## src/hw/pmu_pkg.sv

```systemverilog
`default_nettype none

package pmu_pkg;

	// bus service addresses
	localparam logic [7:0] SET_ADDR = 8'h70;
	localparam logic [7:0] QUERY_ADDR = 8'h50;
	localparam logic [7:0] PARAM_VOLT = 8'h76; // 'v'

	// pmu chip on the i2c bus
	localparam logic [7:0] PMU_WR_ADDR = 8'h68;
	localparam logic [7:0] PMU_RD_ADDR = 8'h69;
	localparam logic [7:0] EN_SUBADDR = 8'h10;
	localparam logic [7:0] VOLT_SUBADDR_0 = 8'h32;
	localparam logic [7:0] VOLT_SUBADDR_1 = 8'h26;
	localparam logic [7:0] VOLT_SUBADDR_2 = 8'h29;
	localparam logic [7:0] VOLT_SUBADDR_3 = 8'h23;

	localparam logic [15:0] I2C_QUARTER = 16'd4; // clk cycles per quarter scl

	typedef enum logic [7:0] {
		STATUS_ACK = 8'h00,
		STATUS_NAK = 8'h01
	} reply_status_t;

	typedef enum logic [4:0] {
		ST_IDLE, ST_GET_PARAM, ST_GET_IDX, ST_GET_VAL,
		ST_I2C_ADDR, ST_I2C_SUBADDR, ST_I2C_DATA, ST_I2C_DONE, ST_ACK,
		ST_RD_GET_PARAM, ST_RD_GET_IDX, ST_RD_WR_ADDR, ST_RD_SUBADDR,
		ST_RD_WR_DONE, ST_RD_RD_ADDR, ST_RD_DATA, ST_RD_DONE, ST_RD_REPLY
	} ctrl_state_t;

endpackage

`default_nettype wire
```

## src/hw/pmu_setting_regs.sv

```systemverilog
`default_nettype none

module pmu_setting_regs (
	input wire logic clk,
	input wire logic reset,
	input wire logic latch_param,
	input wire logic latch_idx,
	input wire logic latch_val,
	input wire logic [7:0] arg_data,
	output logic [7:0] subaddr,
	output logic [7:0] wvalue,
	output logic is_volt,
	output logic [1:0] rail_idx
);
	logic [3:0] en_reg; // shadow of the chip enable bits
	logic [4:0] volt_code;
	logic [7:0] volt_subaddr;

	always_ff @(posedge clk) begin
		if (reset) begin
			is_volt <= 1'b0;
			rail_idx <= 2'd0;
			en_reg <= 4'd0;
		end else begin
			if (latch_param)
				is_volt <= (arg_data == pmu_pkg::PARAM_VOLT);
			if (latch_idx)
				rail_idx <= arg_data[1:0];
			if (latch_val && !is_volt)
				en_reg[rail_idx] <= arg_data[0];
		end
	end

	always_ff @(posedge clk) begin
		if (latch_val && is_volt)
			volt_code <= arg_data[4:0];
	end

	always_comb begin
		case (rail_idx)
			2'd0: volt_subaddr = pmu_pkg::VOLT_SUBADDR_0;
			2'd1: volt_subaddr = pmu_pkg::VOLT_SUBADDR_1;
			2'd2: volt_subaddr = pmu_pkg::VOLT_SUBADDR_2;
			default: volt_subaddr = pmu_pkg::VOLT_SUBADDR_3;
		endcase
	end

	assign subaddr = is_volt ? volt_subaddr : pmu_pkg::EN_SUBADDR;
	// enable register bit layout of the pmu
	assign wvalue = is_volt ? {3'b000, volt_code} :
		{3'b100, en_reg[0], 1'b1, en_reg[2], en_reg[1], en_reg[3]};
endmodule

`default_nettype wire

```

## config.mk

```make
export PLATFORM = sky130hd
export DESIGN_NAME = pmu_setting_regs
export DESIGN_NICKNAME = d
export VERILOG_FILES = /design/src/hw/pmu_pkg.sv /design/src/hw/pmu_setting_regs.sv
export SDC_FILE = /design/constraint.sdc
export NUM_CORES = 1
export LEC_CHECK = 0
export BUFFER_PORTS_ARGS = -buffer_cell sky130_fd_sc_hd__clkbuf_2
export CAP_MARGIN = 10
export CORE_ASPECT_RATIO = 0.9
export CORE_MARGIN = 2
export CORE_UTILIZATION = 35
export DETAILED_ROUTE_END_ITERATION = 8
export HOLD_SLACK_MARGIN = 0.15
export SKIP_CTS_REPAIR_TIMING = 1
export SLEW_MARGIN = 20
export SYNTH_ARGS = -nofsm -noshare
export SYNTH_HDL_FRONTEND = slang
export SYNTH_SLANG_ARGS = --single-unit
```

## constraint.sdc

```tcl
create_clock -name clk -period 1.65 [get_ports clk]
set_clock_uncertainty 0.2 [all_clocks]
set_input_delay 0.165 -clock clk [delete_from_list [all_inputs] [get_ports clk]]
set_output_delay 0.165 -clock clk [all_outputs]
set_load 0.05 [all_outputs]
```

==> flow_summary.ini <==
[outcome]
status = finished, final reports clean

[layout]
layout.cells.non_filler = 120
fin_area_um2 = 937
postLayoutCoreUtil_pct = 56.3
fill_cells = 153
n_antenna_cell = 0
final_cell_mix = 21 x clkbuf_2, 11 x dlygate4sd3_1, 6 x mux2i_1, 6 x nor2_1
drive_gt1_share_pct = 51.0
area.growth.synth_to_final_pct = 53.5
final_common_cell = clkbuf_2
largest_register_ffs = 5
nets = 110

[pwr]
peakVddDrop_mv = 0.460
power.share.switching_pct = 26.9
internal-power_uw = 455
leakagePower_uw = 0.000429
clockPowerShare_pct = 29.4
total_power_uw = 623
pwr-share-comb_pct = 18.9
seq_power_share_pct = 51.6
p_per_area_mw_per_mm2 = 665
p_switching_uw = 168

[clocking]
htreeDepth = 1
cts_made_buffers = 3
cts_root_buffer = clkbuf_4
cts_sinks = 12
insertion_delay_ns = 0.26
clk_pin_slew_ns = 0.08
cts_tree = yes
clockBufferDepth = 2

[grt]
track_usage_pct = 12.7
grt_max_degree = 18
grt_pass1_wl_um = 1840
overflow = 0
first_global_vias = 411
grt_antenna_before_repair = 0

[critical_path]
cpMaxStageDelayCell = dfxtp_4
slowest_delay_ns = 0.42
worstSetupPathType = reg2out
endpoint_kind = output pin
cp_top_family = flip-flops
start_kind = register
cp_max_fo = 8
cp.required_ns = 1.28
arrival_ns = 1.23
path_cells = mux2_2 -> buf_2
worst-path-buf-inv = 1

[sta]
slew_viol_final = 0
fmax_mhz = 628
hold_violations = 0
min_period_ns = 1.59
rsz0062_at_grt = false
setup_viol = 0
fin_crit_sh_pct = 96.5

[place]
gp_congestion = 0.665
post-dp-hpwl_um = 860
post_dp_cell_area_um2 = 772
numPlacedInstances = 102
port_buffers = 27

[yosys]
synth_edf_count = 5
ys.warnings.count = 0
synth_cells = 54
async_flop_share_pct = 0
ys_types = 23
syn_area_um2 = 611
yosysSeqAreaShare_pct = 47.5
syn-mean-instance-area_um2 = 11.3
ys_seq_elements = 12
synth_flop_cell = dfxtp_1

[route]
drt_first_pass_iters = 2
wirelength_um = 1300
wl_per_cell_um = 10.8
routed_via_density = 4.37
via_count = 524
drtIter0Drc = 5
antenna_left = 0
drc = 0

[die]
dieHeight_um = 43.6
dieArea_mm2 = 0.00210
die_w_um = 48.0
num_io_pins = 32
start_util_pct = 36.7
num_rows = 14
core-area_mm2 = 0.00166

[min_path]
hold_class = in2reg

[flow_run]
max_cap_violations = 0
## worst paths after layout
kind                                start   endpoint  slack [ns]  cells past startpoint
worst max-delay path              is_volt  wvalue[4]        0.06                      2
worst min-delay path            latch_val  en_reg[3]        0.11                      4
worst max register to register    is_volt  en_reg[0]        0.16                      5
worst min register to register  en_reg[0]  en_reg[0]        0.30                      2
## tightest hold or removal path: cells and delay by family
kind,cells,cell delay [ns]
and+or+nand+nor,2,0.19
muxes,1,0.08
buffers and inverters,1,0.12
## synthesized netlist by cell type, types with 2 or more instances
| master | number | area (µm²) |
|---|---|---|
| mux2i_1 | 6 | 60.1 |
| dfxtp_1 | 7 | 140 |
| a21oi_1 | 2 | 10.0 |
| nand2b_1 | 2 | 12.5 |
| inv_1 | 2 | 7.51 |
| edfxtp_1 | 5 | 150 |
| buf_4 | 5 | 37.5 |
| and4bb_2 | 2 | 25.0 |
| nor2_1 | 6 | 22.5 |
| mux2_2 | 4 | 45.0 |
## per-stage QoR
stage               setup slack (ns)  hold WS (ns)  TNS [ns]
finish                        0.0576         0.113         0
global route                  0.0130         0.152         0
CTS                          -0.0821        -0.128    -0.251
detailed placement             0.210         0.157         0
global placement               0.230         0.153         0
floorplan                     -0.174        0.0244    -0.332
## routing by layer
metal	GRT usage [%]	vias up	wire length (µm)
li1	-	270	-
met1	17.3	228	591
met2	18.4	24	607
met3	4.58	2	90
met4	4.86	0	8
met5	0	-	0
## power by group through the flow
| stage | Clock, µW | Sequential [µW] | Combinational (µW) |
|---|---|---|---|
| CTS | 192 | 321 | 97.4 |
| finish | 183 | 322 | 118 |
| global route | 208 | 323 | 127 |
| floorplan | 0 | 335 | 68.8 |
| detailed placement | 0 | 328 | 97.3 |
| global placement | 0 | 328 | 96.4 |
## area by class of cell
class | count | area, µm² | area share [%]
Inverter | 2 | 11.3 | 1.20
Clock buffer | 4 | 26.3 | 2.80
Sequential cell | 12 | 297 | 31.6
Tap cell | 24 | 30.0 | 3.20
Timing Repair Buffer | 42 | 280 | 29.9
Multi-Input combinational cell | 36 | 293 | 31.2
## cells by family after synthesis
family	Yosys count	share of synthesized area (%)
multiplexers	10	17.2
other	1	0.614
AND/OR/NAND/NOR	19	22.1
flip-flops	12	47.5
AO/OA/AOI/OAI	3	2.46
buffers and inverters	9	10.0
Power figures use the tool's default switching activity.
