`src/hw/pmu_pkg.sv`:
```
`default_nettype none

package pmu_pkg;

	// bus service addresses
	localparam logic [7:0] SET_ADDR = 8'h70;
	localparam logic [7:0] QUERY_ADDR = 8'h50;
	localparam logic [7:0] PARAM_VOLT = 8'h76; // 'v'

	// pmu chip on the i2c bus
	localparam logic [7:0] PMU_WR_ADDR = 8'h68;
	localparam logic [7:0] PMU_RD_ADDR = 8'h69;
	localparam logic [7:0] EN_SUBADDR = 8'h10;
	localparam logic [7:0] VOLT_SUBADDR_0 = 8'h32;
	localparam logic [7:0] VOLT_SUBADDR_1 = 8'h26;
	localparam logic [7:0] VOLT_SUBADDR_2 = 8'h29;
	localparam logic [7:0] VOLT_SUBADDR_3 = 8'h23;

	localparam logic [15:0] I2C_QUARTER = 16'd4; // clk cycles per quarter scl

	typedef enum logic [7:0] {
		STATUS_ACK = 8'h00,
		STATUS_NAK = 8'h01
	} reply_status_t;

	typedef enum logic [4:0] {
		ST_IDLE, ST_GET_PARAM, ST_GET_IDX, ST_GET_VAL,
		ST_I2C_ADDR, ST_I2C_SUBADDR, ST_I2C_DATA, ST_I2C_DONE, ST_ACK,
		ST_RD_GET_PARAM, ST_RD_GET_IDX, ST_RD_WR_ADDR, ST_RD_SUBADDR,
		ST_RD_WR_DONE, ST_RD_RD_ADDR, ST_RD_DATA, ST_RD_DONE, ST_RD_REPLY
	} ctrl_state_t;

endpackage

`default_nettype wire
```
`src/hw/reply_framer.sv`:
```
`default_nettype none

module reply_framer (
	input wire logic clk,
	input wire logic reset,
	input wire logic ack_req,
	input wire logic nak_req,
	input wire logic query_req,
	input wire logic [7:0] reply_eid,
	input wire logic [7:0] reply_data,
	output logic out_frame_valid,
	output logic out_data_valid,
	output logic [7:0] out_data
);
	pmu_pkg::reply_status_t status_q;
	logic [7:0] eid_q;
	logic [7:0] data_q;
	logic is_query; // query replies carry one data byte
	logic active;
	logic [1:0] idx;

	always_ff @(posedge clk) begin
		if (reset) begin
			active <= 1'b0;
			idx <= 2'd0;
			is_query <= 1'b0;
		end else if (ack_req || nak_req) begin
			active <= 1'b1;
			idx <= 2'd0;
			is_query <= query_req;
		end else if (active) begin
			idx <= idx + 2'd1;
			if (idx == (is_query ? 2'd3 : 2'd2))
				active <= 1'b0;
		end
	end

	always_ff @(posedge clk) begin
		if (ack_req || nak_req) begin
			status_q <= nak_req ? pmu_pkg::STATUS_NAK : pmu_pkg::STATUS_ACK;
			eid_q <= reply_eid;
			data_q <= reply_data;
		end
	end

	assign out_frame_valid = active;
	assign out_data_valid = active;

	always_comb begin
		case (idx)
			2'd0: out_data = status_q;
			2'd1: out_data = eid_q;
			2'd2: out_data = {7'd0, is_query}; // size
			default: out_data = data_q;
		endcase
	end
endmodule

`default_nettype wire

```
`config.mk`:
```
export PLATFORM = sky130hd
export DESIGN_NAME = reply_framer
export DESIGN_NICKNAME = d
export VERILOG_FILES = /design/src/hw/pmu_pkg.sv /design/src/hw/reply_framer.sv
export SDC_FILE = /design/constraint.sdc
export NUM_CORES = 1
export LEC_CHECK = 0
export ABC_AREA = 1
export CAP_MARGIN = 20
export CORE_MARGIN = 1.5
export CORE_UTILIZATION = 44
export DETAILED_ROUTE_END_ITERATION = 7
export DONT_BUFFER_PORTS = 1
export SKIP_LAST_GASP = 1
export SYNTH_ARGS = -nofsm -noshare
export SYNTH_HDL_FRONTEND = slang
export SYNTH_SLANG_ARGS = --single-unit
```
`constraint.sdc`:
```
create_clock -name clk -period 1.08 [get_ports clk]
set_clock_uncertainty 0.05 [all_clocks]
set_input_delay 0.216 -clock clk [delete_from_list [all_inputs] [get_ports clk]]
set_output_delay 0.216 -clock clk [all_outputs]
set_load 0.01 [all_outputs]
```
==> results.json <==
{
  "clk_latency_ns": 0.30,
  "start_util_pct": 48.6,
  "relSlewSlack_pct": 75.7,
  "finalCritPeriodShare_pct": 138,
  "async_reset_ff_share_pct": 0,
  "end_kind": "output port",
  "syn_to_final_growth_pct": 47.3,
  "finalSetupViolations": 8,
  "clkSinkCount": 21,
  "clock.fmax_ghz": 0.673,
  "slew_violations": 0,
  "synth_area_leaders": "edfxtp_1 (59%), dfxtp_1 (9.2%), nand2_1 (8.2%)",
  "rsz0062_at_grt": "yes",
  "drv_cap": 0,
  "tightest_slew_ns": 0.364,
  "nets": 124,
  "fp.dieArea_sq_um": 2250,
  "synth_top_area_cell": "edfxtp_1",
  "cp.arrival_ns": 1.22,
  "totalPowerFinal_mw": 1.48,
  "drc_errors": 0,
  "critPathRequiredTime_ns": 0.81,
  "critPathMaxFanout": 8,
  "ant_nets": 0,
  "fin_crit_ns": 1.49,
  "drive_above_1_share_pct": 40.8,
  "avgViaCountPerCell": 4.96,
  "grt_use_total_pct": 18.0,
  "place.gp.congestion": 0.739,
  "fp-row-count": 15,
  "register_area_sq_um": 599,
  "drt_pre_antenna_iters": 3,
  "hold_ws_ns": 0.0309,
  "status": "complete, but fails checks",
  "io_pins": 31,
  "hold_violations": 0,
  "ir_drop_mv": 0.709,
  "yosysWarnings": 0,
  "hpwl_mm": 1.00,
  "die_y_um": 47.4,
  "dp.cells": 97,
  "cts_buffer_depth": 2,
  "synth.yosys.seq_area_share_pct": 68.1,
  "overflow": 0,
  "stdcell_count": 123,
  "clk_pin_slew_ns": 0.11,
  "cts_tree": "yes",
  "die_w_um": 47.4,
  "powerDensity_nw_per_um2": 1160,
  "min_path_type": "input port to flop",
  "crit_type": "flop to output port",
  "avgSynthCellArea_sq_um": 12.0,
  "multi_input_area_sq_um": 354,
  "synth_top_area_share_pct": 58.9,
  "fin_ws_ns": -0.407,
  "fillers": 149,
  "synth_nets": 97,
  "drt_wl_total_mm": 1.76,
  "grt_pass1_vias": 585,
  "h-tree-depth": 1,
  "clk_root_buffer_cell": "clkbuf_4",
  "cts_made_buffers": 3,
  "synth_cell_types": 18,
  "yosys_most_used_dff": "edfxtp_1",
  "syn_inst": 72,
  "startpoint_type": "flop",
  "ys_seq_elements": 21,
  "first_iter_violations": 7,
  "tns_ns": -3.07,
  "violations": "setup timing",
  "grt_pass1_wl_mm": 2.60,
  "synth.most_common_cell": "nand2_1",
  "post_drt_wl_per_cell_um": 14.3,
  "antenna_found_initial": 0,
  "grt_max_degree": 20,
  "p_leak_nw": 0.471,
  "num_vias": 610,
  "synth_edf_count": 17,
  "synth_area_sq_um": 867,
  "antennaDiodeCount": 0,
  "synth_commonest_cells": "nand2_1 (19), edfxtp_1 (17), nand3_1 (8), dfxtp_1 (4), ha_1 (4)",
  "io_buffers": 0,
  "core_area_sq_um": 1780
}
## cell families (layout without fill, tap and decap cells)
group	count (synthesis)	after routing	synth area share [%]
compound gates	5	5	3.32
xor+xnor	1	1	1.01
fa+ha+maj	4	4	5.77
buf+inv	8	34	5.19
flops	21	21	68.1
simple gates	33	33	16.6
## repair_timing
action / CTS / global route
endpoints found under the setup margin: 11 / 9
hold endpoints to repair: 21 / 0
pin swaps: 11 / 3
gates resized for setup: 16 / 1
buffers inserted: 4 / 0
hold buffers: 18 / 0
## sequential cells by signal, indices dropped and copies added, names as in the netlist
register	flops
status_q	1
data_q	8
is_query	1
eid_q	8
out_data_valid	1
idx	2
## critical path: stages, from the launching register on
cell	delay, ns
dfxtp_4	0.39
inv_4	0.08
ha_4	0.19
nand2_2	0.09
a31oi_4	0.17
## path summary, 6_finish.rpt
kind,startpoint,end,slack (ns),cells after the start
setup / recovery,idx[1]$_SDFFE_PP0P_,out_data[0],-0.41,4
hold / removal,ack_req,out_data_valid$_SDFF_PP0_,0.03,2
setup reg to reg,idx[0]$_SDFFE_PP0P_,idx[1]$_SDFFE_PP0P_,0.02,4
hold reg to reg,is_query$_SDFFE_PP0P_,is_query$_SDFFE_PP0P_,0.52,2
## routing by layer
layer | vias up | GRT usage, % | share of wire, %
li1 | 301 | - | -
met1 | 286 | 19.2 | 41
met2 | 21 | 32.2 | 53
met3 | 2 | 5.38 | 4.7
met4 | 0 | 8.33 | 0.46
met5 | - | 0 | 0
## stage by stage
stage | util, % | worst slack (ns) | instance area, sq um
floorplan | - | -0.0794 | 952
global placement | 54.7 | -0.0742 | 976
detailed placement | 54.7 | -0.105 | 976
CTS | 70.9 | -0.417 | 1260
global route | 71.6 | -0.463 | 1280
finish | 71.6 | -0.407 | 1280
## final cells by class
cell class	instances	area share (%)
Inverter	5	2.25
Clock inverter	1	0.392
Sequential cell	21	46.9
Clock buffer	3	1.76
Tap cell	25	2.45
Multi-Input combinational cell	43	27.7
Timing Repair Buffer	25	18.5
## cells in the final DEF (no fill, tap or decap), types with 2 or more instances in the layout
cell,n
nand2_1,7
nor3_1,2
nand3_1,7
buf_4,6
dlygate4sd3_1,18
inv_4,2
dfxtp_4,2
nor2_1,2
clkbuf_4,3
ha_4,4
edfxtp_1,17
nor2_4,2
nand2_2,12
## power by group
part | switching [mW] | total [mW] | internal (mW)
Combinational | 0.0622 | 0.139 | 0.0770
Clock | 0.228 | 0.366 | 0.138
Sequential | 0.0286 | 0.971 | 0.942
No activity file was read; power rests on OpenSTA's default activity.
