File: src/hw/pmu_pkg.sv
`default_nettype none

package pmu_pkg;

	// bus service addresses
	localparam logic [7:0] SET_ADDR = 8'h70;
	localparam logic [7:0] QUERY_ADDR = 8'h50;
	localparam logic [7:0] PARAM_VOLT = 8'h76; // 'v'

	// pmu chip on the i2c bus
	localparam logic [7:0] PMU_WR_ADDR = 8'h68;
	localparam logic [7:0] PMU_RD_ADDR = 8'h69;
	localparam logic [7:0] EN_SUBADDR = 8'h10;
	localparam logic [7:0] VOLT_SUBADDR_0 = 8'h32;
	localparam logic [7:0] VOLT_SUBADDR_1 = 8'h26;
	localparam logic [7:0] VOLT_SUBADDR_2 = 8'h29;
	localparam logic [7:0] VOLT_SUBADDR_3 = 8'h23;

	localparam logic [15:0] I2C_QUARTER = 16'd4; // clk cycles per quarter scl

	typedef enum logic [7:0] {
		STATUS_ACK = 8'h00,
		STATUS_NAK = 8'h01
	} reply_status_t;

	typedef enum logic [4:0] {
		ST_IDLE, ST_GET_PARAM, ST_GET_IDX, ST_GET_VAL,
		ST_I2C_ADDR, ST_I2C_SUBADDR, ST_I2C_DATA, ST_I2C_DONE, ST_ACK,
		ST_RD_GET_PARAM, ST_RD_GET_IDX, ST_RD_WR_ADDR, ST_RD_SUBADDR,
		ST_RD_WR_DONE, ST_RD_RD_ADDR, ST_RD_DATA, ST_RD_DONE, ST_RD_REPLY
	} ctrl_state_t;

endpackage

`default_nettype wire
File: src/hw/pmu_i2c_if.sv
`default_nettype none

interface pmu_i2c_if;
	logic start;
	logic done;
	logic rw; // 1 write, 0 read
	logic [7:0] wdata;
	logic clear_failed;
	logic data_latched;
	logic ready;
	logic failed;
	logic [7:0] rdata;
	logic rdata_valid;

	modport ctrl (output start, done, rw, wdata, clear_failed,
		input data_latched, ready, failed, rdata, rdata_valid);

	modport master (input start, done, rw, wdata,
		output data_latched, ready, failed, rdata, rdata_valid);
endinterface

`default_nettype wire

File: src/hw/pmu_cmd_ctrl.sv
`default_nettype none

module pmu_cmd_ctrl (
	input wire logic clk,
	input wire logic reset,
	input wire logic set_done,
	input wire logic [7:0] set_eid,
	input wire logic set_arg_valid,
	input wire logic [7:0] set_arg_data,
	input wire logic qry_done,
	input wire logic [7:0] qry_eid,
	input wire logic qry_arg_valid,
	input wire logic [7:0] qry_arg_data,
	output logic header_done_clear,
	output logic latch_param,
	output logic latch_idx,
	output logic latch_val,
	input wire logic [7:0] subaddr,
	input wire logic [7:0] wvalue,
	input wire logic is_volt,
	input wire logic [1:0] rail_idx,
	pmu_i2c_if.ctrl i2c,
	output logic ack_req,
	output logic nak_req,
	output logic query_req,
	output logic [7:0] reply_eid,
	output logic [7:0] reply_data,
	output pmu_pkg::ctrl_state_t state
);
	logic [7:0] rd_byte;
	logic en_bit;
	logic replying;

	assign header_done_clear = (state == pmu_pkg::ST_IDLE) && (set_done || qry_done);
	assign latch_param = (state == pmu_pkg::ST_GET_PARAM && set_arg_valid) ||
		(state == pmu_pkg::ST_RD_GET_PARAM && qry_arg_valid);
	assign latch_idx = (state == pmu_pkg::ST_GET_IDX && set_arg_valid) ||
		(state == pmu_pkg::ST_RD_GET_IDX && qry_arg_valid);
	assign latch_val = (state == pmu_pkg::ST_GET_VAL) && set_arg_valid;

	assign i2c.clear_failed = (state == pmu_pkg::ST_IDLE);
	assign i2c.start = (state == pmu_pkg::ST_I2C_ADDR) || (state == pmu_pkg::ST_RD_WR_ADDR) ||
		(state == pmu_pkg::ST_RD_RD_ADDR);
	assign i2c.done = (state == pmu_pkg::ST_I2C_DONE) || (state == pmu_pkg::ST_RD_WR_DONE) ||
		(state == pmu_pkg::ST_RD_DONE);
	assign i2c.rw = !((state == pmu_pkg::ST_RD_DATA) || (state == pmu_pkg::ST_RD_DONE));

	always_comb begin
		case (state)
			pmu_pkg::ST_I2C_ADDR, pmu_pkg::ST_RD_WR_ADDR: i2c.wdata = pmu_pkg::PMU_WR_ADDR;
			pmu_pkg::ST_RD_RD_ADDR: i2c.wdata = pmu_pkg::PMU_RD_ADDR;
			pmu_pkg::ST_I2C_SUBADDR, pmu_pkg::ST_RD_SUBADDR: i2c.wdata = subaddr;
			default: i2c.wdata = wvalue;
		endcase
	end

	// enable bit order of the chip register
	always_comb begin
		case (rail_idx)
			2'd0: en_bit = rd_byte[4];
			2'd1: en_bit = rd_byte[1];
			2'd2: en_bit = rd_byte[2];
			default: en_bit = rd_byte[0];
		endcase
	end

	assign replying = (state == pmu_pkg::ST_ACK) || (state == pmu_pkg::ST_RD_REPLY);
	assign ack_req = replying && !i2c.failed;
	assign nak_req = replying && i2c.failed;
	assign query_req = (state == pmu_pkg::ST_RD_REPLY);
	assign reply_data = i2c.failed ? 8'h00 : (is_volt ? rd_byte : {7'd0, en_bit});

	always_ff @(posedge clk) begin
		if (reset) begin
			state <= pmu_pkg::ST_IDLE;
			reply_eid <= 8'h00;
			rd_byte <= 8'h00;
		end else begin
			if (i2c.rdata_valid)
				rd_byte <= i2c.rdata;
			case (state)
				pmu_pkg::ST_IDLE: begin
					if (set_done) begin
						reply_eid <= set_eid;
						state <= pmu_pkg::ST_GET_PARAM;
					end else if (qry_done) begin
						reply_eid <= qry_eid;
						state <= pmu_pkg::ST_RD_GET_PARAM;
					end
				end
				pmu_pkg::ST_GET_PARAM: if (set_arg_valid) state <= pmu_pkg::ST_GET_IDX;
				pmu_pkg::ST_GET_IDX: if (set_arg_valid) state <= pmu_pkg::ST_GET_VAL;
				pmu_pkg::ST_GET_VAL: if (set_arg_valid) state <= pmu_pkg::ST_I2C_ADDR;
				pmu_pkg::ST_I2C_ADDR, pmu_pkg::ST_I2C_SUBADDR, pmu_pkg::ST_I2C_DATA: begin
					if (i2c.failed)
						state <= pmu_pkg::ST_ACK; // nak reply
					else if (i2c.data_latched)
						state <= pmu_pkg::ctrl_state_t'(state + 5'd1);
				end
				pmu_pkg::ST_I2C_DONE: begin
					if (i2c.failed || i2c.ready)
						state <= pmu_pkg::ST_ACK;
				end
				pmu_pkg::ST_RD_GET_PARAM: if (qry_arg_valid) state <= pmu_pkg::ST_RD_GET_IDX;
				pmu_pkg::ST_RD_GET_IDX: if (qry_arg_valid) state <= pmu_pkg::ST_RD_WR_ADDR;
				pmu_pkg::ST_RD_WR_ADDR, pmu_pkg::ST_RD_SUBADDR, pmu_pkg::ST_RD_RD_ADDR,
				pmu_pkg::ST_RD_DATA: begin
					if (i2c.failed)
						state <= pmu_pkg::ST_RD_REPLY;
					else if (i2c.data_latched)
						state <= pmu_pkg::ctrl_state_t'(state + 5'd1);
				end
				pmu_pkg::ST_RD_WR_DONE: begin
					if (i2c.failed)
						state <= pmu_pkg::ST_RD_REPLY;
					else if (i2c.ready)
						state <= pmu_pkg::ST_RD_RD_ADDR; // repeated start
				end
				pmu_pkg::ST_RD_DONE: begin
					if (i2c.failed || i2c.ready)
						state <= pmu_pkg::ST_RD_REPLY;
				end
				default: state <= pmu_pkg::ST_IDLE; // reply states last one cycle
			endcase
		end
	end
endmodule

`default_nettype wire

File: src/flat_wrapper.sv
// flat-port wrapper written by rule: the top's interface ports become plain ports
module pmu_cmd_ctrl_flat 
  (clk, reset, set_done, set_eid, set_arg_valid, set_arg_data, qry_done, qry_eid, qry_arg_valid, qry_arg_data, header_done_clear, latch_param, latch_idx, latch_val, subaddr, wvalue, is_volt, rail_idx, ack_req, nak_req, query_req, reply_eid, reply_data, state, i2c_start, i2c_done, i2c_rw, i2c_wdata, i2c_clear_failed, i2c_data_latched, i2c_ready, i2c_failed, i2c_rdata, i2c_rdata_valid);
  pmu_i2c_if i2c_i ();
  input wire logic clk;
  input wire logic reset;
  input wire logic set_done;
  input wire logic [7:0] set_eid;
  input wire logic set_arg_valid;
  input wire logic [7:0] set_arg_data;
  input wire logic qry_done;
  input wire logic [7:0] qry_eid;
  input wire logic qry_arg_valid;
  input wire logic [7:0] qry_arg_data;
  output logic header_done_clear;
  output logic latch_param;
  output logic latch_idx;
  output logic latch_val;
  input wire logic [7:0] subaddr;
  input wire logic [7:0] wvalue;
  input wire logic is_volt;
  input wire logic [1:0] rail_idx;
  output logic ack_req;
  output logic nak_req;
  output logic query_req;
  output logic [7:0] reply_eid;
  output logic [7:0] reply_data;
  output pmu_pkg::ctrl_state_t state;
  output wire logic [$bits(i2c_i.start)-1:0] i2c_start;
  output wire logic [$bits(i2c_i.done)-1:0] i2c_done;
  output wire logic [$bits(i2c_i.rw)-1:0] i2c_rw;
  output wire logic [$bits(i2c_i.wdata)-1:0] i2c_wdata;
  output wire logic [$bits(i2c_i.clear_failed)-1:0] i2c_clear_failed;
  input wire logic [$bits(i2c_i.data_latched)-1:0] i2c_data_latched;
  input wire logic [$bits(i2c_i.ready)-1:0] i2c_ready;
  input wire logic [$bits(i2c_i.failed)-1:0] i2c_failed;
  input wire logic [$bits(i2c_i.rdata)-1:0] i2c_rdata;
  input wire logic [$bits(i2c_i.rdata_valid)-1:0] i2c_rdata_valid;
  assign i2c_start = i2c_i.start;
  assign i2c_done = i2c_i.done;
  assign i2c_rw = i2c_i.rw;
  assign i2c_wdata = i2c_i.wdata;
  assign i2c_clear_failed = i2c_i.clear_failed;
  assign i2c_i.data_latched = i2c_data_latched;
  assign i2c_i.ready = i2c_ready;
  assign i2c_i.failed = i2c_failed;
  assign i2c_i.rdata = i2c_rdata;
  assign i2c_i.rdata_valid = i2c_rdata_valid;
  pmu_cmd_ctrl u_core (.clk(clk), .reset(reset), .set_done(set_done), .set_eid(set_eid), .set_arg_valid(set_arg_valid), .set_arg_data(set_arg_data), .qry_done(qry_done), .qry_eid(qry_eid), .qry_arg_valid(qry_arg_valid), .qry_arg_data(qry_arg_data), .header_done_clear(header_done_clear), .latch_param(latch_param), .latch_idx(latch_idx), .latch_val(latch_val), .subaddr(subaddr), .wvalue(wvalue), .is_volt(is_volt), .rail_idx(rail_idx), .i2c(i2c_i), .ack_req(ack_req), .nak_req(nak_req), .query_req(query_req), .reply_eid(reply_eid), .reply_data(reply_data), .state(state));
endmodule
File: config.mk
export PLATFORM = sky130hd
export DESIGN_NAME = pmu_cmd_ctrl_flat
export DESIGN_NICKNAME = d
export VERILOG_FILES = /design/src/hw/pmu_pkg.sv /design/src/hw/pmu_i2c_if.sv /design/src/hw/pmu_cmd_ctrl.sv /design/src/flat_wrapper.sv
export SDC_FILE = /design/constraint.sdc
export NUM_CORES = 1
export LEC_CHECK = 0
export ABC_AREA = 1
export BUFFER_PORTS_ARGS = -buffer_cell sky130_fd_sc_hd__buf_2
export CAP_MARGIN = 0
export CORE_ASPECT_RATIO = 1.5
export CORE_MARGIN = 8
export CORE_UTILIZATION = 38
export CTS_CLUSTER_DIAMETER = 100
export CTS_CLUSTER_SIZE = 16
export DETAILED_ROUTE_END_ITERATION = 8
export GPL_TIMING_DRIVEN = 0
export PLACE_DENSITY_LB_ADDON = 0.08
export SLEW_MARGIN = 20
export SYNTH_ARGS = -nofsm -noshare
export SYNTH_HDL_FRONTEND = slang
export SYNTH_SLANG_ARGS = --single-unit
File: constraint.sdc
create_clock -name clk -period 1.4 [get_ports clk]
set_input_delay 0.14 -clock clk [delete_from_list [all_inputs] [get_ports clk]]
set_output_delay 0.14 -clock clk [all_outputs]
set_load 0.005 [all_outputs]
==> impl_metrics.csv <==
group,metric,value,unit
setup_path,critPathSlowestCell,"dfxtp_4",
floorplanning,io_pins,109,
setup_path,start_kind,"flip-flop",
route,drtAntennaViolNets,0,
cells_and_area,nFillCells,406,
synth,synth_edf_count,0,
synth,synthTopCellsByCount,"nand2_1 (96), nor2_1 (27), inv_1 (24)",
cells_and_area,nets,469,
place,place_hpwl,4550,um
clocking,clock_sink_count,21,
setup_path,path_delay_family,"flip-flops",
floorplanning,start_util,39.4,%
run_status,status,"finished with violations",
setup_path,critPathCaptureType,"primary output",
synth,post-synth-top-area-cell,"dfxtp_1",
clocking,worstSkewPairLatency,0.26,ns
cells_and_area,fin_util,64.8,%
timing,hold_viol_final,0,
setup_path,crit_fanout,5,
timing,clock.fmax,0.565,GHz
route,drtPass1Iterations,4,
setup_path,worstPathCellList,"inv_4 > ha_4 > inv_4 > nor2_4 > nand2_1 > nand2_2 > a21oi_4 > nand3_1 > nand2_1 > buf_2",
setup_path,cp.buffers_inverters,3,
clocking,cts_buffer_depth,2,
timing,rsz0062_at_grt,"true",
min_path,hold_class,"input port to flip-flop",
synth,synth_area,0.00166,sq mm
timing,slew_violations,0,
synth,async_flop_share,0,%
synth,ys_seq_area_share,25.4,%
cells_and_area,drive_above_1_share,49.7,%
pwr,peakVddDrop,1.36,mV
clocking,ctsHoldBuffers,0,
synth,synthTopCellsByArea,"dfxtp_1 (25%), nand2_1 (22%), nor2_1 (6.1%)",
timing,min_period_over_period,126,%
clocking,numCtsBuffers,3,
clocking,cts_tree,"done",
setup_path,critPathMaxStageDelay,0.40,ns
cells_and_area,area_growth,64.6,%
floorplanning,core,0.00421,sq mm
route,wl,6000,um
cells_and_area,multiInputGateArea,0.00134,sq mm
grt,antenna_found_initial,0,
floorplanning,fp-row-count,29,
grt,grt_max_degree,13,
synth,yosysTopAreaCellShare,25.4,%
route,vias_per_cell,5.01,
clocking,cts_htree_levels,1,
setup_path,arrival,1.63,ns
run_status,violations,"setup timing",
synth,syn_nets,347,
grt,grt_pass1_wl,9660,um
floorplanning,die-height,96.9,um
setup_path,cp.required,1.26,ns
cells_and_area,insertedDiodeCount,0,
timing,finalSetupViolations,32,
grt,grt_pass1_vias,2237,
synth,ys.flop_type,"dfxtp_1",
timing,timing.hold.ws,0.118,ns
pwr,powerDensity,1550,mW/mm^2
setup_path,reg2reg_slack,-0.27,ns
pwr,leakagePower,0.00143,uW
route,dr_total_vias,2204,
timing,relSlewSlack,61.4,%
timing,finClkSkew,0.00482,ns
timing,period_needed,1.77,ns
route,drc,0,
clocking,path_clk_slew,0.08,ns
timing,worst_pin_slew,0.580,ns
place,gp_congestion,0.897,
setup_path,critPathKind,"flip-flop to primary output",
place,port_buffers,91,
synth,ys_ff_latch,21,
synth,ys_warn_count,0,
clocking,clockRootBuffer,"clkbuf_8",
timing,setup_ws,-0.370,ns
floorplanning,dieWidth,69.9,um
synth,syn_avg_cell_area,6.07,sq um
grt,grt_util_all_layers,16.2,%
synth,ys_types,28,
route,wl_per_cell,13.6,um
floorplanning,die-area,0.00677,sq mm
timing,tns,-8.16,ns
cells_and_area,seq_area,439,sq um
synth,synth_cells,273,
job,max-cap-violations,0,
route,drtIter0Drc,83,
synth,synth.most_common_cell,"nand2_1",
grt,overflow,0,
## stage by stage
step / cell area, sq um / std cells / power, uW / worst slack [ns]
finish: 2730 / 440 / 4220 / -0.370
global route: 2730 / 440 / 4530 / -0.524
CTS: 2500 / 427 / 3610 / -0.355
detailed placement: 2270 / 410 / 2850 / -0.250
global placement: 2270 / 410 / 2850 / -0.252
floorplan: 1760 / 273 / 2220 / -0.0453
## routing by layer
metal | GRT usage [%] | vias to the layer above | routed length, um
li1 | - | 1137 | -
met1 | 16.0 | 977 | 2260
met2 | 30.1 | 78 | 3200
met3 | 4.70 | 12 | 396
met4 | 6.83 | 0 | 140
met5 | 0 | - | 0
## timing repair
action / 4_1_cts / 5_1_grt
buffers inserted: 12 / 14
endpoints found under the setup margin: 32 / 32
resized for setup: 24 / 34
cloned: 1 / 0
pin swaps: 12 / 13
## worst paths after layout
path | endpoint | startpoint | cells past startpoint
hold reg to reg | u_core.rd_byte[3]$_SDFFE_PP0P_ | u_core.rd_byte[3]$_SDFFE_PP0P_ | 2
hold / removal | u_core.rd_byte[7]$_SDFFE_PP0P_ | i2c_rdata[7] | 3
setup reg to reg | u_core.state[3]$_SDFFE_PP0P_ | u_core.state[0]$_SDFFE_PP0P_ | 12
setup / recovery | i2c_wdata[7] | u_core.state[0]$_SDFFE_PP0P_ | 10
## worst reg2reg max path: cells and delay by family, from the launching register on
kind                     cells  cell delay, ns
buffers and inverters        4            0.43
flip-flops                   1            0.38
AND/OR/NAND/NOR              5            0.38
AO/OA/AOI/OAI                2            0.18
adder cells (fa/ha/maj)      1            0.16
## registers in the layout, summed over array words and instances (netlist names)
signal            count
u_core.state          5
u_core.rd_byte        8
u_core.reply_eid      8
## cell type report
class | instances | share of cell area, %
Buffer | 5 | 1.10
Clock buffer | 3 | 1.51
Clock inverter | 1 | 0.184
Inverter | 32 | 5.05
Multi-Input combinational cell | 216 | 49.0
Sequential cell | 21 | 16.1
Tap cell | 46 | 2.11
Timing Repair Buffer | 116 | 25.0
## cells by family after synthesis
logic type,after synthesis,share of synthesized area (%)
compound gates,50,20.5
flops,21,25.4
simple gates,160,41.3
fa+ha+maj,5,3.78
buf+inv,37,9.06
## cells in the final DEF (no fill, tap or decap), types with 8 or more instances in the layout
cell type  netlist  final
dfxtp_1         21     16
nor2_1          27     21
nand2_2          5     10
o21bai_1         8      8
nor2_4           2      8
nand2_1         96     84
buf_6            1     11
inv_1           24     16
buf_2            0     91
a21oi_1         15     13
nand3_1         16     11
buf_4            1     16
## power breakdown
group / total [uW] / internal (uW) / switching [uW]
logic: 2870 / 1420 / 1450
registers: 949 / 775 / 174
clock network: 397 / 198 / 199
No activity file was read; power rests on OpenSTA's default activity.
