### config.mk
export PLATFORM = sky130hd
export DESIGN_NAME = frame_header_decoder
export DESIGN_NICKNAME = d
export VERILOG_FILES = /design/src/hw/frame_header_decoder.sv
export SDC_FILE = /design/constraint.sdc
export NUM_CORES = 1
export LEC_CHECK = 0
export ABC_CLOCK_PERIOD_IN_PS = 1200
export BUFFER_PORTS_ARGS = -buffer_cell sky130_fd_sc_hd__buf_4
export CAP_MARGIN = 10
export CORE_UTILIZATION = 38
export DETAILED_ROUTE_END_ITERATION = 12
export HOLD_SLACK_MARGIN = 0.05
export PLACE_DENSITY_LB_ADDON = 0.15
export SKIP_CTS_REPAIR_TIMING = 1
export SLEW_MARGIN = 20
export SYNTH_ARGS = -nofsm -noshare
export SYNTH_HDL_FRONTEND = slang
export SYNTH_SLANG_ARGS = --single-unit
### constraint.sdc
create_clock -name clk -period 1.2 [get_ports clk]
set_input_delay 0.18 -clock clk [delete_from_list [all_inputs] [get_ports clk]]
set_output_delay 0.18 -clock clk [all_outputs]
set_load 0.02 [all_outputs]
### src/hw/frame_header_decoder.sv
`default_nettype none

module frame_header_decoder #(
	parameter logic [7:0] match_addr = 8'h00
) (
	input wire logic clk,
	input wire logic reset,
	input wire logic in_frame_valid,
	input wire logic in_data_valid,
	input wire logic [7:0] in_data,
	input wire logic header_done_clear,
	output logic header_done,
	output logic [7:0] header_eid,
	output logic arg_valid,
	output logic [7:0] arg_data
);
	logic [1:0] byte_cnt; // 0 address, 1 eid, 2 arguments
	logic matched;

	always_ff @(posedge clk) begin
		if (reset || !in_frame_valid) begin
			byte_cnt <= 2'd0;
			matched <= 1'b0;
			header_done <= 1'b0;
			arg_valid <= 1'b0;
		end else begin
			arg_valid <= in_data_valid && matched && (byte_cnt == 2'd2);
			if (header_done_clear)
				header_done <= 1'b0;
			if (in_data_valid) begin
				if (byte_cnt != 2'd2)
					byte_cnt <= byte_cnt + 2'd1;
				if (byte_cnt == 2'd0)
					matched <= (in_data == match_addr); // other frames dropped
				if (byte_cnt == 2'd1 && matched)
					header_done <= 1'b1; // wins over a clear
			end
		end
	end

	always_ff @(posedge clk) begin
		if (in_data_valid && byte_cnt == 2'd1)
			header_eid <= in_data;
		arg_data <= in_data;
	end
endmodule

`default_nettype wire

==> impl_metrics.yaml, run 1 <==
status:
  status: "complete, but fails checks"
  violations: "DRC"
routing:
  dr_total_vias: 478
  drt-total-wl_um: 1250
  firstDrtPassIters: 8
  routedWlPerCell_um: 11.9
  post_drt_via_cell_ratio: 4.55
  antenna_left: 0
  drt_iter0_markers: 6
  drc: 3
final_layout:
  final_nets: 106
  fin_cells: 105
  fin_util_pct: 66.9
  syn2layout_area_growth_pct: 58.1
  antennaDiodeCount: 0
  layout-drive-gt1-share_pct: 49.4
placed_design:
  dp_cells: 93
  preCtsSetupSlack_ns: -0.0164
  dp_hpwl_um: 846
  port_buffers: 30
  gp_congestion: 0.666
synthesis:
  synth.net_count: 60
  ys_ff_latch: 21
  yosysTopAreaCell: "dfxtp_1"
  syn_inst: 44
  yosysSeqAreaShare_pct: 75.9
  ys_types: 15
  ys_warn_count: 0
  synth_top_area_share_pct: 39.5
  netlist_area_sq_um: 659
  synth_area_per_cell_sq_um: 15.0
  netlist_top_cells_area: "dfxtp_1 (39%), edfxtp_1 (36%), ha_1 (5.7%)"
cts:
  cts-htree-levels: 1
  cts_buffer_depth: 2
  cts_tree: "yes"
  clock_latency_ns: 0.30
  clock_sinks: 21
  clock-root-buffer: "clkbuf_4"
  numCtsBuffers: 3
  cts.clk_slew.worst_paths_ns: 0.12
sta:
  hold_viol: 0
  relSlewSlack_pct: 84.3
  fin_crit_ns: 1.19
  finalSetupViolCount: 0
  tightestPinTransition_ns: 0.234
  fin_skew_ns: 0.0114
  rsz0062_at_grt: "true"
  timing.final.ws_setup_ns: 0.00711
  fmax_mhz: 838
  fin_setup_tns_ns: 0
  finalMaxSlewViolations: 0
  period_share_pct: 99.4
floorplanning:
  die_w_um: 43.7
  io_pins: 31
  fp.dieH_um: 43.7
  core_area_sq_um: 1560
  start_util_pct: 42.3
  die_area_sq_um: 1910
  num_rows: 14
setup_path:
  slowest_stage: "dfxtp_2"
  cpPeakStageDelay_ns: 0.33
  crit_family: "flip-flops"
  critPathRequiredTime_ns: 1.39
  critPathLaunchType: "register"
  path_cells: "buf_4, ha_2, and2b_2, mux2i_1, nor2_1"
  critical_path.max_fanout: 2
  worst_setup_path_end_kind: "register"
  worstSetupPathType: "register to register"
  cp.buffers_inverters: 1
  critPathArrivalTime_ns: 1.38
worst_hold_path:
  min_path_type: "input pin to register"
global_route:
  antenna_found_initial: 0
  grt_max_degree: 13
  grt_pass1_vias: 424
  grt_use_total_pct: 12.6
  grt.overflow.total: 0
  grt_pass1_wl_um: 1660
pwr:
  peakVddDrop_v: 0.000720
  p_leak_nw: 0.443
  power.density_nw_per_um2: 1190
flow_run:
  cap_violations: 0
==> layout by cell type (no fill, tap or decap) <==
| cell type | synthesis | routed |
|---|---|---|
| nand4_1 | 1 | 1 |
| a21oi_1 | 2 | 2 |
| nand3_1 | 1 | 1 |
| clkbuf_4 | 0 | 3 |
| dlygate4sd3_1 | 0 | 8 |
| and2_2 | 0 | 1 |
| nor2_1 | 3 | 3 |
| edfxtp_1 | 8 | 8 |
| xnor2_1 | 1 | 1 |
| nand2b_1 | 2 | 2 |
| mux2i_1 | 1 | 1 |
| ha_2 | 0 | 1 |
| inv_1 | 2 | 2 |
| clkinv_2 | 0 | 1 |
| nor4_2 | 2 | 2 |
| buf_4 | 0 | 33 |
| and2b_2 | 0 | 1 |
| dfxtp_2 | 0 | 2 |
| ha_1 | 3 | 2 |
| nand2_1 | 3 | 3 |
| dfxtp_1 | 13 | 11 |
==> where the power goes <==
group / internal (mW) / switching, mW
Sequential: 0.763 / 0.00683
Clock: 0.124 / 0.201
Combinational: 0.0813 / 0.0669
Total: 0.968 / 0.275
==> kinds of logic (layout without fill, tap and decap cells) <==
kind of cell / count (synthesis) / count (layout) / synth area share (%)
muxes: 1 / 1 / 1.52
buffers and inverters: 2 / 47 / 1.14
DFF: 21 / 21 / 75.9
and+or+nand+nor: 14 / 14 / 12.9
xor gates and xnor gates: 1 / 1 / 1.33
AOI/OAI and AO/OA: 2 / 2 / 1.52
adders and majority gates: 3 / 3 / 5.69
==> synthesized netlist by cell type <==
library cell and instances:
nand2_1 3, nor4_2 2, nand2b_1 2, inv_1 2
mux2i_1 1, and2b_1 1, a21oi_1 2, dfxtp_1 13
nor2_1 3, and2_1 1, ha_1 3, edfxtp_1 8
nand4_1 1, xnor2_1 1, nand3_1 1
==> cell type report <==
type | instances | area, sq um
Fill cell | 131 | 517
Sequential cell | 21 | 503
Timing Repair Buffer | 41 | 328
Multi-Input combinational cell | 21 | 156
Clock buffer | 3 | 22.5
Tap cell | 16 | 20.0
Inverter | 2 | 7.51
Clock inverter | 1 | 5.00
==> state kept, by name, summed over array words and instances, names as in the netlist <==
register	cells
byte_cnt	2
header_eid	8
arg_valid	1
arg_data	8
header_done	1
matched	1
==> metrics by stage <==
step / cell area, sq um / total power, mW / hold slack (ns)
floorplan: 659 / 0.834 / 0.208
global placement: 927 / 0.911 / 0.310
detailed placement: 927 / 0.913 / 0.310
CTS: 955 / 1.24 / -0.00757
global route: 1040 / 1.30 / 0.0606
finish: 1040 / 1.24 / 0.0782
==> final timing paths <==
kind | cells past startpoint | startpoint | endpoint | slack (ns)
worst min-delay path | 1 | in_data[1] | header_eid[1] | 0.08
worst max-delay path | 5 | byte_cnt[1] | byte_cnt[1] | 0.007
worst min register to register | 2 | matched | arg_valid | 0.47
worst max register to register | 5 | byte_cnt[1] | byte_cnt[1] | 0.007
==> per-layer routing <==
| metal | share of wire [%] | up-vias | GRT usage (%) |
|---|---|---|---|
| met5 | 0 | - | 0 |
| met4 | 0.96 | 0 | 9.38 |
| met3 | 7.2 | 2 | 3.75 |
| met2 | 52 | 21 | 20.3 |
| met1 | 40 | 215 | 14.0 |
| li1 | - | 240 | - |
==> worst register-to-register path: stages, from the launching register on <==
cell and delay [ns]:
dfxtp_2 0.33, buf_4 0.13, ha_2 0.16, and2b_2 0.23, mux2i_1 0.19, nor2_1 0.05
Power figures use the tool's default switching activity.
==> run 2, diff against run 1 <==
--- a/config.mk
+++ b/config.mk
@@ -11,7 +11,7 @@
 export CORE_UTILIZATION = 38
 export DETAILED_ROUTE_END_ITERATION = 12
 export HOLD_SLACK_MARGIN = 0.05
-export PLACE_DENSITY_LB_ADDON = 0.15
+export PLACE_DENSITY_LB_ADDON = 0.1
 export SKIP_CTS_REPAIR_TIMING = 1
 export SLEW_MARGIN = 20
 export SYNTH_ARGS = -nofsm -noshare
==> constraint.sdc (replaced) <==
create_clock -name clk -period 1.2 [get_ports clk]
set_input_delay 0.24 -clock clk [delete_from_list [all_inputs] [get_ports clk]]
set_output_delay 0.24 -clock clk [all_outputs]
set_load 0.02 [all_outputs]
==> impl_metrics.yaml, run 2 (same netlist as run 1, synthesis figures left out) <==
status:
  status: "complete, but fails checks"
  violations: "DRC"
cts:
  clock_latency_ns: 0.29
  cts.clk_slew.worst_paths_ns: 0.11
  cts_buffer_depth: 2
  clock_sinks: 21
  numCtsBuffers: 3
  cts-htree-levels: 1
  cts_tree: "yes"
  clock-root-buffer: "clkbuf_4"
global_route:
  grt_max_degree: 13
  antenna_found_initial: 0
  grt_pass1_wl_um: 1640
  grt_pass1_vias: 368
  grt.overflow.total: 0
  grt_use_total_pct: 11.9
routing:
  dr_total_vias: 449
  firstDrtPassIters: 7
  drt-total-wl_um: 1120
  antenna_left: 0
  post_drt_via_cell_ratio: 4.45
  routedWlPerCell_um: 11.0
  drt_iter0_markers: 13
  drc: 3
sta:
  tightestPinTransition_ns: 0.220
  hold_viol: 0
  period_share_pct: 96.9
  fin_skew_ns: 0.000783
  fin_setup_tns_ns: 0
  rsz0062_at_grt: "true"
  fmax_mhz: 860
  finalSetupViolCount: 0
  timing.final.ws_setup_ns: 0.0376
  fin_crit_ns: 1.16
  finalMaxSlewViolations: 0
  relSlewSlack_pct: 85.2
final_layout:
  antennaDiodeCount: 0
  final_nets: 102
  fin_util_pct: 64.2
  final_cell_mix: "buf_4 (33), dfxtp_1 (12), edfxtp_1 (8)"
  top_regs: "arg_data (8), header_eid (8), byte_cnt (2)"
  layout-drive-gt1-share_pct: 51.8
  final_common_cell: "buf_4"
  syn2layout_area_growth_pct: 51.8
placed_design:
  gp_congestion: 0.650
  dp_hpwl_um: 781
  port_buffers: 30
  preCtsSetupSlack_ns: -0.0139
setup_path:
  worstSetupPathType: "register to register"
  critical_path.max_fanout: 2
  critPathRequiredTime_ns: 1.39
  worstSetupStartpoint: "byte_cnt[1]"
  critPathLaunchType: "register"
  rr_startpoint: "byte_cnt[1]"
  critPathArrivalTime_ns: 1.35
  worst_setup_path_end_kind: "register"
pwr:
  swShare_pct: 21.5
  clock_power_share_pct: 25.8
  combPwrFrac_pct: 11.3
  p_leak_nw: 0.426
  power.density_nw_per_um2: 1220
  p_int_mw: 0.960
  peakVddDrop_v: 0.000626
  p_sw_mw: 0.263
  p_seq_share_pct: 62.9
worst_hold_path:
  hp-start: "in_data[5]"
  min_path_type: "input pin to register"
flow_run:
  cap_violations: 0
floorplanning:
  io_pins: 31
  num_rows: 14
  core_area_sq_um: 1560
  start_util_pct: 42.3
  die_w_um: 43.7
  die_area_sq_um: 1910
  fp.dieH_um: 43.7
==> run 2: layout make-up <==
type / count / area (sq um)
fill: 126 / 558
clock inverter: 1 / 5.00
clock buffer: 3 / 22.5
tap: 16 / 20.0
multi-input combinational: 21 / 156
timing repair buffer: 37 / 288
inverter: 2 / 7.51
sequential: 21 / 502
==> run 2: worst paths after layout <==
| check | to | slack [ns] | cells past startpoint |
|---|---|---|---|
| min reg2reg | arg_valid | 0.48 | 2 |
| max | byte_cnt[1] | 0.04 | 5 |
| min | arg_data[5] | 0.07 | 1 |
| max reg2reg | byte_cnt[1] | 0.04 | 5 |
==> run 2: critical path, cell delays in order (launching register included) <==
cell and delay [ns]:
dfxtp_1 0.32, buf_4 0.13, ha_2 0.16, and2b_2 0.23, mux2i_1 0.18, nor2_1 0.05
==> run 2: stage by stage <==
step | cells | hold WS (ns) | cell area [sq um] | total power, mW
after floorplan | 44 | 0.268 | 659 | 0.834
after global placement | 93 | 0.369 | 927 | 0.911
after detailed placement | 93 | 0.372 | 927 | 0.912
after CTS | 97 | 0.0623 | 955 | 1.22
after global routing | 101 | 0.0500 | 1000 | 1.29
final | 101 | 0.0715 | 1000 | 1.22
==> run 2: metal layers <==
metal	global-route usage, %	part of all wire [%]
met1	15.2	39
met2	17.9	52
met3	4.17	8.4
met4	5.63	0
met5	0	0
==> run 2: power by group through the flow <==
stage	Combinational, mW	Clock (mW)	Sequential (mW)
floorplan	0.0222	0	0.812
global placement	0.125	0	0.785
detailed placement	0.127	0	0.785
CTS	0.128	0.327	0.769
global route	0.149	0.366	0.772
finish	0.138	0.315	0.769
==> run 3, diff against run 2 <==
--- a/config.mk
+++ b/config.mk
@@ -6,8 +6,7 @@
 export NUM_CORES = 1
 export LEC_CHECK = 0
 export ABC_CLOCK_PERIOD_IN_PS = 1200
-export BUFFER_PORTS_ARGS = -buffer_cell sky130_fd_sc_hd__buf_4
-export CAP_MARGIN = 10
+export BUFFER_PORTS_ARGS = -buffer_cell sky130_fd_sc_hd__buf_2
 export CORE_UTILIZATION = 38
 export DETAILED_ROUTE_END_ITERATION = 12
 export HOLD_SLACK_MARGIN = 0.05
==> impl_metrics.yaml, run 3 (same netlist as run 1, synthesis figures left out) <==
status:
  violations: "DRC"
  status: "complete, but fails checks"
routing:
  drt_iter0_markers: 10
  routedWlPerCell_um: 10.4
  firstDrtPassIters: 8
  drc: 3
  antenna_left: 0
  drt-total-wl_um: 1010
  post_drt_via_cell_ratio: 4.55
  dr_total_vias: 441
setup_path:
  cp.buffers_inverters: 1
  critPathArrivalTime_ns: 1.36
  rr_endpoint: "byte_cnt[1]"
  rrSetupSlack_ns: 0.03
  critPathLaunchType: "register"
  path_cells: "buf_4, ha_2, and2b_2, mux2i_1, nor2_1"
  worst_setup_path_end_kind: "register"
  crit_family: "flip-flops"
  critical_path.max_fanout: 2
  rr_startpoint: "byte_cnt[1]"
  worstSetupPathType: "register to register"
  cpPeakStageDelay_ns: 0.33
  ff2ff_path_depth: 5
  critPathRequiredTime_ns: 1.38
  slowest_stage: "dfxtp_2"
floorplanning:
  start_util_pct: 42.3
  num_rows: 14
  io_pins: 31
  die_w_um: 43.7
  fp.dieH_um: 43.7
  core_area_sq_um: 1560
  die_area_sq_um: 1910
placed_design:
  dp_hpwl_um: 772
  gp_congestion: 0.628
  place_area_sq_um: 852
  port_buffers: 30
sta:
  relSlewSlack_pct: 82.0
  fin_setup_tns_ns: 0
  fmax_mhz: 854
  finalSetupViolCount: 0
  tightestPinTransition_ns: 0.268
  fin_skew_ns: 0.00190
  fin_hold_ws_ns: 0.0838
  hold_viol: 0
  period_share_pct: 97.6
  fin_crit_ns: 1.17
  finalMaxSlewViolations: 0
  rsz0062_at_grt: "true"
cts:
  numCtsBuffers: 3
  cts_buffer_depth: 2
  cts_tree: "yes"
  clock_latency_ns: 0.29
  clock_sinks: 21
  cts-htree-levels: 1
  cts.clk_slew.worst_paths_ns: 0.10
  clock-root-buffer: "clkbuf_4"
global_route:
  grt_pass1_vias: 380
  antenna_found_initial: 0
  grt_pass1_wl_um: 1600
  grt_use_total_pct: 11.7
  grt.overflow.total: 0
  grt_max_degree: 12
worst_hold_path:
  worst_hold_path.num_cells: 1
  hp-start: "in_data[7]"
  min_path_type: "input pin to register"
  hold_path_end: "arg_data[7]"
flow_run:
  cap_violations: 0
final_layout:
  layout-drive-gt1-share_pct: 53.1
  final_common_cell: "buf_2"
  final_cell_mix: "buf_2 (30), dfxtp_1 (11), edfxtp_1 (8)"
  top_regs: "arg_data (8), header_eid (8), byte_cnt (2)"
  design_area_sq_um: 886
  syn2layout_area_growth_pct: 34.3
  antennaDiodeCount: 0
  fillers: 131
  final_nets: 98
pwr:
  peakVddDrop_v: 0.000678
  p_leak_nw: 0.383
  power.density_nw_per_um2: 1340
-- run 3: power breakdown --
part	internal (mW)	switching [mW]	leakage, nW
clock	0.129	0.184	0.0150
combinational	0.0428	0.0625	0.186
sequential	0.763	0.00509	0.181
total	0.934	0.252	0.383
-- run 3: metal layers --
layer / track usage (%) / routed length (um)
met1: 13.0 / 431
met4: 5.63 / 0
met3: 4.17 / 92
met2: 19.7 / 489
met5: 0 / 0
-- run 3: worst max path at each step --
stage / start / slack, ns / to / cells past startpoint
detailed placement: byte_cnt[0] / -0.02 / byte_cnt[1] / 5
global placement: byte_cnt[0] / -0.02 / byte_cnt[1] / 5
CTS: byte_cnt[0] / -0.04 / byte_cnt[1] / 5
finish: byte_cnt[1] / 0.03 / byte_cnt[1] / 5
global route: byte_cnt[1] / -0.04 / byte_cnt[1] / 5
floorplan: byte_cnt[0] / 0.04 / byte_cnt[1] / 5
-- run 3: layout make-up --
type                       count  area [sq um]  share of cell area, %
timing repair buffer          33           173                   19.5
tap                           16          20.0                   2.26
sequential                    21           503                   56.8
multi-input combinational     21           156                   17.7
inverter                       2          7.51                  0.847
clock buffer                   4          26.3                   2.97
-- run 3: metrics by stage --
stage               std cells  total power, mW  utilization, %  setup slack (ns)
global route               97             1.25            56.8           -0.0352
detailed placement         93            0.889            54.7           -0.0229
global placement           93            0.888            54.7           -0.0174
CTS                        97             1.19            56.3           -0.0355
floorplan                  44            0.834               -            0.0419
finish                     97             1.19            56.8            0.0286
